File: src/verilog/forth_pkg.sv
/*
 * forth core package
 * widths, reset address, stack depth and the opcode / stack command encodings
 */
`default_nettype none

package forth_pkg;

    localparam int CELL_W      = 32;                       // data cell width
    localparam int ADDR_W      = 17;                       // 128K cell address space
    localparam int STACK_DEPTH = 16;                       // entries per lifo
    localparam int DEPTH_W     = $clog2(STACK_DEPTH) + 1;  // holds 0..STACK_DEPTH

    localparam logic [ADDR_W-1:0] IP_RESET  = 'h100;       // first ip after reset
    localparam logic [CELL_W-1:0] TRUE_CELL = '1;          // forth true, false is zero

    // one executed opcode per enabled cycle
    typedef enum logic [4:0] {
        OP_NOP,
        OP_DOLIT,      // inline literal from lit port
        // stack shuffles
        OP_DUP,
        OP_DROP,
        OP_OVER,
        OP_SWAP,
        // return stack transfers
        OP_TOR,        // >r
        OP_RFROM,      // r>
        OP_RAT,        // r@
        // arithmetic and bitwise
        OP_ADD,
        OP_SUB,
        OP_MUL,
        OP_AND,
        OP_OR,
        OP_XOR,
        OP_ABS,
        OP_NEGATE,
        OP_INVERT,
        OP_MAX,
        OP_MIN,
        // signed compares, give TRUE_CELL or 0
        OP_ZEQ,
        OP_ZLT,
        OP_EQ,
        OP_LT,
        OP_GT,
        // control flow, target in lit
        OP_BRANCH,
        OP_ZBRANCH,
        OP_DONEXT
    } opcode_e;

    // lifo command, takes effect at the next edge
    typedef enum logic [1:0] {
        SS_NOP,
        SS_PUSH,
        SS_POP,
        SS_LOAD        // overwrite top entry
    } stack_cmd_e;

endpackage

`default_nettype wire

File: src/verilog/stack_io.sv
/*
 * stack port bundle
 * command and push data from the owner, top entry, depth and error back
 */
`timescale 1ns/10ps
`default_nettype none

interface stack_io;
    import forth_pkg::*;

    stack_cmd_e          cmd;     // owner command
    logic [CELL_W-1:0]   d;       // push / load data
    logic [CELL_W-1:0]   s;       // top stored entry, zero when empty
    logic [DEPTH_W-1:0]  depth;   // stored entries
    logic                err;     // sticky under/overflow

    // owner side
    modport master (
        output cmd,
        output d,
        input  s,
        input  depth,
        input  err
    );

    // lifo side
    modport slave (
        input  cmd,
        input  d,
        output s,
        output depth,
        output err
    );

endinterface

`default_nettype wire
File: src/verilog/exec_unit.sv
/*
 * execution unit, decodes one opcode per enabled cycle
 * holds tos and ip, drives the data stack and owns the return stack
 */
`timescale 1ns/10ps
`default_nettype none

module exec_unit (
    input wire                             clk,
    input wire                             rst,
    input wire                             en,      // execute op this cycle
    input wire forth_pkg::opcode_e         op,
    input wire [forth_pkg::CELL_W-1:0]     lit,     // inline operand / branch target
    stack_io.master                        ds_if,   // data stack below tos
    output logic [forth_pkg::CELL_W-1:0]   tos,
    output logic [forth_pkg::ADDR_W-1:0]   ip,
    output logic [forth_pkg::CELL_W-1:0]   rs_top,
    output logic [forth_pkg::DEPTH_W-1:0]  rs_depth,
    output logic                           rs_err
);
    import forth_pkg::*;

    // everything one opcode changes
    typedef struct packed {
        logic [CELL_W-1:0] tos;
        logic [ADDR_W-1:0] ip;
        stack_cmd_e        ds_cmd;
        logic [CELL_W-1:0] ds_d;
        stack_cmd_e        rs_cmd;
        logic [CELL_W-1:0] rs_d;
    } step_t;

    logic [CELL_W-1:0] nos;    // second item, data stack top
    logic [CELL_W-1:0] rs_s;   // return stack top
    step_t             nx;

    stack_io rs_if ();

    lifo_stack rs_stack_i (
        .clk   (clk),
        .rst   (rst),
        .ss_if (rs_if.slave)
    );

    assign nos      = ds_if.s;
    assign rs_s     = rs_if.s;
    assign rs_top   = rs_if.s;
    assign rs_depth = rs_if.depth;
    assign rs_err   = rs_if.err;

    // literal and return stack transfers
    function automatic step_t flow_op(step_t st);
        case (op)
            OP_DOLIT: begin
                st.ds_cmd = SS_PUSH;    // old tos goes under
                st.tos    = lit;
            end
            OP_TOR: begin
                st.rs_cmd = SS_PUSH;    // rs_d defaults to tos
                st.ds_cmd = SS_POP;
                st.tos    = nos;
            end
            OP_RFROM: begin
                st.ds_cmd = SS_PUSH;
                st.rs_cmd = SS_POP;
                st.tos    = rs_s;
            end
            OP_RAT: begin
                st.ds_cmd = SS_PUSH;    // copy only, rs untouched
                st.tos    = rs_s;
            end
            default: ;
        endcase
        return st;
    endfunction

    // shuffles
    function automatic step_t stack_op(step_t st);
        case (op)
            OP_DUP:  st.ds_cmd = SS_PUSH;
            OP_DROP: begin
                st.ds_cmd = SS_POP;
                st.tos    = nos;        // zero if already empty
            end
            OP_OVER: begin
                st.ds_cmd = SS_PUSH;
                st.tos    = nos;
            end
            OP_SWAP: begin
                st.ds_cmd = SS_LOAD;    // tos replaces second item
                st.tos    = nos;
            end
            default: ;
        endcase
        return st;
    endfunction

    // binary ops are nos OP tos, then nos pops
    function automatic step_t alu_op(step_t st);
        case (op)
            OP_ADD, OP_SUB, OP_MUL, OP_AND, OP_OR, OP_XOR, OP_MAX, OP_MIN:
                st.ds_cmd = SS_POP;
            default: ;
        endcase
        case (op)
            OP_ADD:    st.tos = nos + tos;
            OP_SUB:    st.tos = nos - tos;
            OP_MUL:    st.tos = nos * tos;                    // low half only
            OP_AND:    st.tos = nos & tos;
            OP_OR:     st.tos = nos | tos;
            OP_XOR:    st.tos = nos ^ tos;
            OP_ABS:    st.tos = tos[CELL_W-1] ? -tos : tos;   // min int stays put
            OP_NEGATE: st.tos = -tos;
            OP_INVERT: st.tos = ~tos;
            OP_MAX:    st.tos = ($signed(nos) > $signed(tos)) ? nos : tos;
            OP_MIN:    st.tos = ($signed(nos) < $signed(tos)) ? nos : tos;
            default: ;
        endcase
        return st;
    endfunction

    // signed compares, flag is all ones or zero
    function automatic step_t cmp_op(step_t st);
        case (op)
            OP_ZEQ: st.tos = (tos == '0) ? TRUE_CELL : '0;
            OP_ZLT: st.tos = tos[CELL_W-1] ? TRUE_CELL : '0;
            OP_EQ: begin
                st.ds_cmd = SS_POP;
                st.tos    = (nos == tos) ? TRUE_CELL : '0;
            end
            OP_LT: begin
                st.ds_cmd = SS_POP;
                st.tos    = ($signed(nos) < $signed(tos)) ? TRUE_CELL : '0;
            end
            OP_GT: begin
                st.ds_cmd = SS_POP;
                st.tos    = ($signed(nos) > $signed(tos)) ? TRUE_CELL : '0;
            end
            default: ;
        endcase
        return st;
    endfunction

    // jumps take lit as the target
    function automatic step_t branch_op(step_t st);
        case (op)
            OP_BRANCH: st.ip = lit[ADDR_W-1:0];
            OP_ZBRANCH: begin
                st.ds_cmd = SS_POP;     // flag is consumed either way
                st.tos    = nos;
                if (tos == '0)
                    st.ip = lit[ADDR_W-1:0];
            end
            OP_DONEXT: begin
                if (rs_s != '0) begin
                    st.rs_cmd = SS_LOAD;          // count down in place
                    st.rs_d   = rs_s - 1'b1;
                    st.ip     = lit[ADDR_W-1:0];
                end else begin
                    st.rs_cmd = SS_POP;           // loop done, drop counter
                end
            end
            default: ;
        endcase
        return st;
    endfunction

    always_comb begin
        // default step, ip + 1 and no stack traffic
        nx = '{
            tos:    tos,
            ip:     ip + 1'b1,
            ds_cmd: SS_NOP,
            ds_d:   tos,
            rs_cmd: SS_NOP,
            rs_d:   tos
        };
        nx = flow_op(nx);
        nx = stack_op(nx);
        nx = alu_op(nx);
        nx = cmp_op(nx);
        nx = branch_op(nx);
    end

    // stacks move only on an enabled cycle
    assign ds_if.cmd = en ? nx.ds_cmd : SS_NOP;
    assign ds_if.d   = nx.ds_d;
    assign rs_if.cmd = en ? nx.rs_cmd : SS_NOP;
    assign rs_if.d   = nx.rs_d;

    always_ff @(posedge clk) begin
        if (rst) begin
            tos <= '0;
            ip  <= IP_RESET;
        end else if (en) begin
            tos <= nx.tos;
            ip  <= nx.ip;
        end
    end

    // idle cycle leaves both lifos alone, seen from their depth and top
    a_idle_no_cmd: assert property (
        @(posedge clk) disable iff (rst)
        !en |=> $stable(ds_if.depth) && $stable(ds_if.s)
                && $stable(rs_if.depth) && $stable(rs_if.s)
    ) else $error("stack changed with en low");

    a_idle_ip_hold: assert property (
        @(posedge clk) disable iff (rst) !en |=> $stable(ip)
    ) else $error("ip moved with en low");

endmodule

`default_nettype wire

File: src/verilog/forth_core.sv
/*
 * forth execution core top level
 * execution unit plus data stack lifo, status on plain ports
 */
`timescale 1ns/10ps
`default_nettype none

module forth_core (
    input wire                             clk,
    input wire                             rst,
    input wire                             en,        // one opcode per high cycle
    input wire forth_pkg::opcode_e         op,
    input wire [forth_pkg::CELL_W-1:0]     lit,
    output logic [forth_pkg::CELL_W-1:0]   tos,
    output logic [forth_pkg::CELL_W-1:0]   nos,       // data stack top entry
    output logic [forth_pkg::CELL_W-1:0]   rs_top,
    output logic [forth_pkg::ADDR_W-1:0]   ip,
    output logic [forth_pkg::DEPTH_W-1:0]  ds_depth,  // entries below tos
    output logic [forth_pkg::DEPTH_W-1:0]  rs_depth,
    output logic                           ds_err,
    output logic                           rs_err
);

    stack_io ds_if ();   // exec unit to data stack

    exec_unit exec_i (
        .clk      (clk),
        .rst      (rst),
        .en       (en),
        .op       (op),
        .lit      (lit),
        .ds_if    (ds_if.master),
        .tos      (tos),
        .ip       (ip),
        .rs_top   (rs_top),
        .rs_depth (rs_depth),
        .rs_err   (rs_err)
    );

    // cells under tos
    lifo_stack ds_stack_i (
        .clk   (clk),
        .rst   (rst),
        .ss_if (ds_if.slave)
    );

    assign nos      = ds_if.s;
    assign ds_depth = ds_if.depth;
    assign ds_err   = ds_if.err;

endmodule

`default_nettype wire

File: src/verilog/lifo_stack.sv
/*
 * register file lifo
 * push, pop and replace-top, with a depth count and sticky under/overflow flag
 */
`timescale 1ns/10ps
`default_nettype none

module lifo_stack (
    input wire       clk,
    input wire       rst,
    stack_io.slave   ss_if
);
    import forth_pkg::*;

    logic [CELL_W-1:0]  mem [STACK_DEPTH];   // entry 0 is the bottom
    logic [DEPTH_W-1:0] depth;
    logic               err;
    logic [DEPTH_W-2:0] wr_idx;              // next free slot
    logic [DEPTH_W-2:0] top_idx;             // current top slot
    logic               empty;
    logic               full;

    assign wr_idx  = depth[DEPTH_W-2:0];
    assign top_idx = depth[DEPTH_W-2:0] - 1'b1;   // wraps on empty, never read then
    assign empty   = (depth == '0);
    assign full    = (depth == DEPTH_W'(STACK_DEPTH));

    // popped value reads as zero once the stack runs dry
    assign ss_if.s     = empty ? '0 : mem[top_idx];
    assign ss_if.depth = depth;
    assign ss_if.err   = err;

    // control state, depth and sticky error
    always_ff @(posedge clk) begin
        if (rst) begin
            depth <= '0;
            err   <= 1'b0;
        end else begin
            case (ss_if.cmd)
                SS_PUSH: begin
                    if (full) err <= 1'b1;     // overflow, push dropped
                    else      depth <= depth + 1'b1;
                end
                SS_POP: begin
                    if (empty) err <= 1'b1;    // underflow
                    else       depth <= depth - 1'b1;
                end
                SS_LOAD: begin
                    if (empty) err <= 1'b1;    // nothing to overwrite
                end
                default: ;
            endcase
        end
    end

    // entry storage
    always_ff @(posedge clk) begin
        if (ss_if.cmd == SS_PUSH && !full)
            mem[wr_idx] <= ss_if.d;
        else if (ss_if.cmd == SS_LOAD && !empty)
            mem[top_idx] <= ss_if.d;            // e.g. donext countdown
    end

    a_depth_bound: assert property (
        @(posedge clk) disable iff (rst) depth <= DEPTH_W'(STACK_DEPTH)
    ) else $error("lifo depth above %0d", STACK_DEPTH);

    // err only falls through reset
    a_err_sticky: assert property (
        @(posedge clk) disable iff (rst) err |=> err
    ) else $error("lifo err cleared without reset");

endmodule

`default_nettype wire

File: config.mk
export PLATFORM = sky130hd
export DESIGN_NAME = forth_core
export DESIGN_NICKNAME = d
export VERILOG_FILES = /design/src/verilog/forth_pkg.sv /design/src/verilog/stack_io.sv /design/src/verilog/exec_unit.sv /design/src/verilog/forth_core.sv /design/src/verilog/lifo_stack.sv
export SDC_FILE = /design/constraint.sdc
export NUM_CORES = 2
export LEC_CHECK = 0
export BUFFER_PORTS_ARGS = -buffer_cell sky130_fd_sc_hd__buf_2
export CAP_MARGIN = 30
export CORE_UTILIZATION = 63
export CTS_BUF_LIST = sky130_fd_sc_hd__clkbuf_16
export DETAILED_ROUTE_END_ITERATION = 8
export HOLD_SLACK_MARGIN = 0.15
export PLACE_DENSITY_LB_ADDON = 0.25
export REMOVE_ABC_BUFFERS = 1
export SYNTH_ARGS = -nofsm -noshare
export SYNTH_HDL_FRONTEND = slang
export SYNTH_SLANG_ARGS = --single-unit
File: constraint.sdc
create_clock -name clk -period 14.9 [get_ports clk]
set_input_delay 2.235 -clock clk [delete_from_list [all_inputs] [get_ports clk]]
set_output_delay 2.235 -clock clk [all_outputs]
set_load 0.02 [all_outputs]
==> run summary <==
CTS-repair resized insts -> 0
port bufs -> 164
Synth Flop Type -> edfxtp_1
Slew headroom -> 27.9%
# DRC -> 0
Hold Violations, Final -> 0
synth top area cells -> edfxtp_1, fa_1, mux4_2
pwr dens -> 190 nW/µm²
Clock Latency Late Sink -> 0.74 ns
Die Height -> 328 µm
most used cell, CP -> fa_1
worst r2r src -> ds_stack_i.ss_if.depth[0]
Fillers -> 7230
total CTS buffers -> 106
HP Class -> register to register
RD Place Congestion -> 0.998
hold depth -> 2
FF-to-FF End -> exec_i.ds_if.d[31]
Area growth syn-to-layout -> 9.21%
post-route ant nets -> 0
synthesized flop and latch total -> 1085
H-tree Lvls -> 3
Root Driver -> clkbuf_16
register area share after synthesis -> 47.8%
TritonCTS clock tree -> built
vias per cell -> 6.91
core area -> 105000 µm²
Worst VDD drop -> 0.000197 V
R2R cell count -> 32
critical-path maximum fanout -> 55
GRT Overall Usage -> 41.0%
Std-Cell Rows -> 119
Synth Instances -> 5405
Synth Area per Inst -> 12.4 µm²
Leak Pwr -> 27.8 nW
Critical Path Slowest Stage Cell -> ha_4
Cell Area, Placed -> 69600 µm²
DIE AREA -> 108000 µm²
Async SR Flop Fraction -> 0%
Hold Crit Start -> ds_stack_i.ss_if.err
synthesized area -> 66900 µm²
vias in the first global route -> 48168
commonest non-fill, non-tap cell in the layout -> edfxtp_1
IO Count -> 165
status -> finished clean
initial antenna violation count -> 21
area leader, netlist -> edfxtp_1
overflow left after global routing -> 0
crit path DAT -> 12.32 ns
# Post-CTS Setup Buffers -> 0
routed via count -> 48240
cts hold-fix bufs -> 0
RSZ-0062 raised after global routing -> false
top-area cell type share of the netlist area -> 45.9%
Setup crit start kind -> register
WP data required -> 15.47 ns
Final setup viols -> 0
Initial DRT Pass Iterations -> 7
CP Class -> register to register
final WL -> 218000 µm
Initial Util -> 63.6%
Netlist cell types -> 98
initial DRC count -> 7114
layout cells sized above 1 -> 15.7%
clk sinks -> 1085
CP max stage delay -> 0.98 ns
Layout Skew -> 0.0821 ns
Max Fclk -> 85.1 MHz
final worst path period share -> 78.8%
first-pass GRT wire length -> 318000 µm
deepest clock path buffer count -> 3
setup slack, reg-to-reg -> 3.15 ns
minimum clock period -> 11.75 ns
endpoint class of the critical path -> register
WHS Endpoint -> ds_stack_i.ss_if.err
drt wl/cell -> 31.2 µm
Final Instance Area -> 73100 µm²
Slew Viols, Final -> 0
max-cap viol count -> 0
half-perimeter wire length after placement -> 142000 µm
Post-synth EDFFs -> 1024
leading cell types in the layout, fill and taps excluded -> edfxtp_1, inv_1, nand2_1
synth warn -> 0
Die Wd -> 328 µm
Worst Tran Pin Value -> 1.08 ns
Clock Pin Slew Worst Setup and Hold Paths -> 0.07 ns
setup_tns -> 0 ns
largest net degree at the start of global routing -> 65
fin nets -> 6190
[through the flow]
| step | cells | setup slack, ns | total power, mW | hold WS (ns) | utilization (%) |
|---|---|---|---|---|---|
| after floorplan | 5030 | -3.83 | 8.42 | 0.553 | - |
| after global placement | 6769 | 3.56 | 10.9 | 0.451 | 66.1 |
| after detailed placement | 6774 | 3.33 | 10.9 | 0.467 | 66.1 |
| after CTS | 6968 | 3.20 | 13.6 | 0.482 | 69.3 |
| after global routing | 6977 | 2.67 | 14.5 | 0.505 | 69.4 |
| final | 6982 | 3.15 | 13.9 | 0.485 | 69.4 |
[critical path, delay by kind of cell, from the launching register on]
family / cells / cell delay, ns
flip-flops: 1 / 0.81
adder cells (fa/ha/maj): 10 / 5.37
multiplexers: 2 / 0.82
buffers and inverters: 9 / 1.92
XOR/XNOR: 1 / 0.23
AO/OA/AOI/OAI: 9 / 2.25
AND/OR/NAND/NOR: 1 / 0.09
[sequential cells by signal, indices dropped and copies added (netlist names)]
name                           count
exec_i.rs_stack_i.ss_if.depth      5
exec_i.ds_if.d                    32
ds_stack_i.ss_if.depth             5
ds_stack_i.mem                   512
ds_stack_i.ss_if.err               1
exec_i.ip                         17
exec_i.rs_stack_i.ss_if.err        1
exec_i.rs_stack_i.mem            512
[metal layers]
layer | vias up | global-route usage [%] | part of all wire, %
li1 | 19460 | - | -
met1 | 23960 | 55.0 | 35
met2 | 3936 | 61.4 | 44
met3 | 858 | 12.2 | 15
met4 | 26 | 20.0 | 5.7
met5 | - | 1.11 | 0.15
[worst max-delay path by stage]
stage,to,slack (ns),start,cells after the start
floorplan,exec_i.ds_if.d[31],-3.83,ds_stack_i.ss_if.depth[0],30
CTS,exec_i.ds_if.d[31],3.20,ds_stack_i.ss_if.depth[0],32
global placement,exec_i.ds_if.d[31],3.56,ds_stack_i.ss_if.depth[0],32
detailed placement,exec_i.ds_if.d[31],3.33,ds_stack_i.ss_if.depth[0],32
global route,exec_i.ds_if.d[31],2.67,ds_stack_i.ss_if.depth[0],32
finish,exec_i.ds_if.d[31],3.15,ds_stack_i.ss_if.depth[0],32
[power by group]
part	total [mW]	switching [mW]	internal [mW]	leakage, nW
logic	7.59	5.03	2.55	16.1
registers	3.68	0.0475	3.63	9.97
clock network	2.62	1.19	1.42	1.71
[kinds of logic (layout without fill, tap and decap cells)]
group                      after synthesis  after routing  share of synthesized area, %
buffers and inverters                  938           1119                          5.87
other                                    0              5                             0
and+or+nand+nor                       1426           1426                          9.31
muxes                                  344            344                          10.2
xor gates and xnor gates               152            152                          2.08
AOI/OAI and AO/OA                      810            810                          7.99
adders and majority gates              650            650                          16.8
DFF                                   1085           1085                          47.8
[cell type report]
type	instances	area (µm²)	area share, %
Inverter	563	2110	2.89
Multi-Input combinational cell	3382	31500	43.1
Tap cell	1391	1740	2.38
Clock buffer	106	2650	3.63
Sequential cell	1085	32000	43.7
Timing Repair Buffer	362	2380	3.26
Clock inverter	88	731	1.00
Antenna cell	5	12.5	0.0171
[synth_stat cells (all sizes together) (13+ instances only)]
cell type,count
xnor2,125
mux2i,68
fa,412
and3,68
o21ai,167
o211ai,15
clkinv,15
nand2,512
o21bai,21
a311oi,13
a21o,42
xor2,25
inv,548
o31ai,25
or3,18
o221ai,36
edfxtp,1024
o22ai,39
clkbuf,237
a221oi,29
nor4,29
buf,138
a31oi,25
nand3,111
and2,26
nand2b,17
nor2,513
mux4,270
a21oi,221
a211oi,56
o21a,22
nor3,74
a221o,18
a2111oi,19
ha,238
dfxtp,61
nor2b,17
Power figures use the tool's default switching activity.
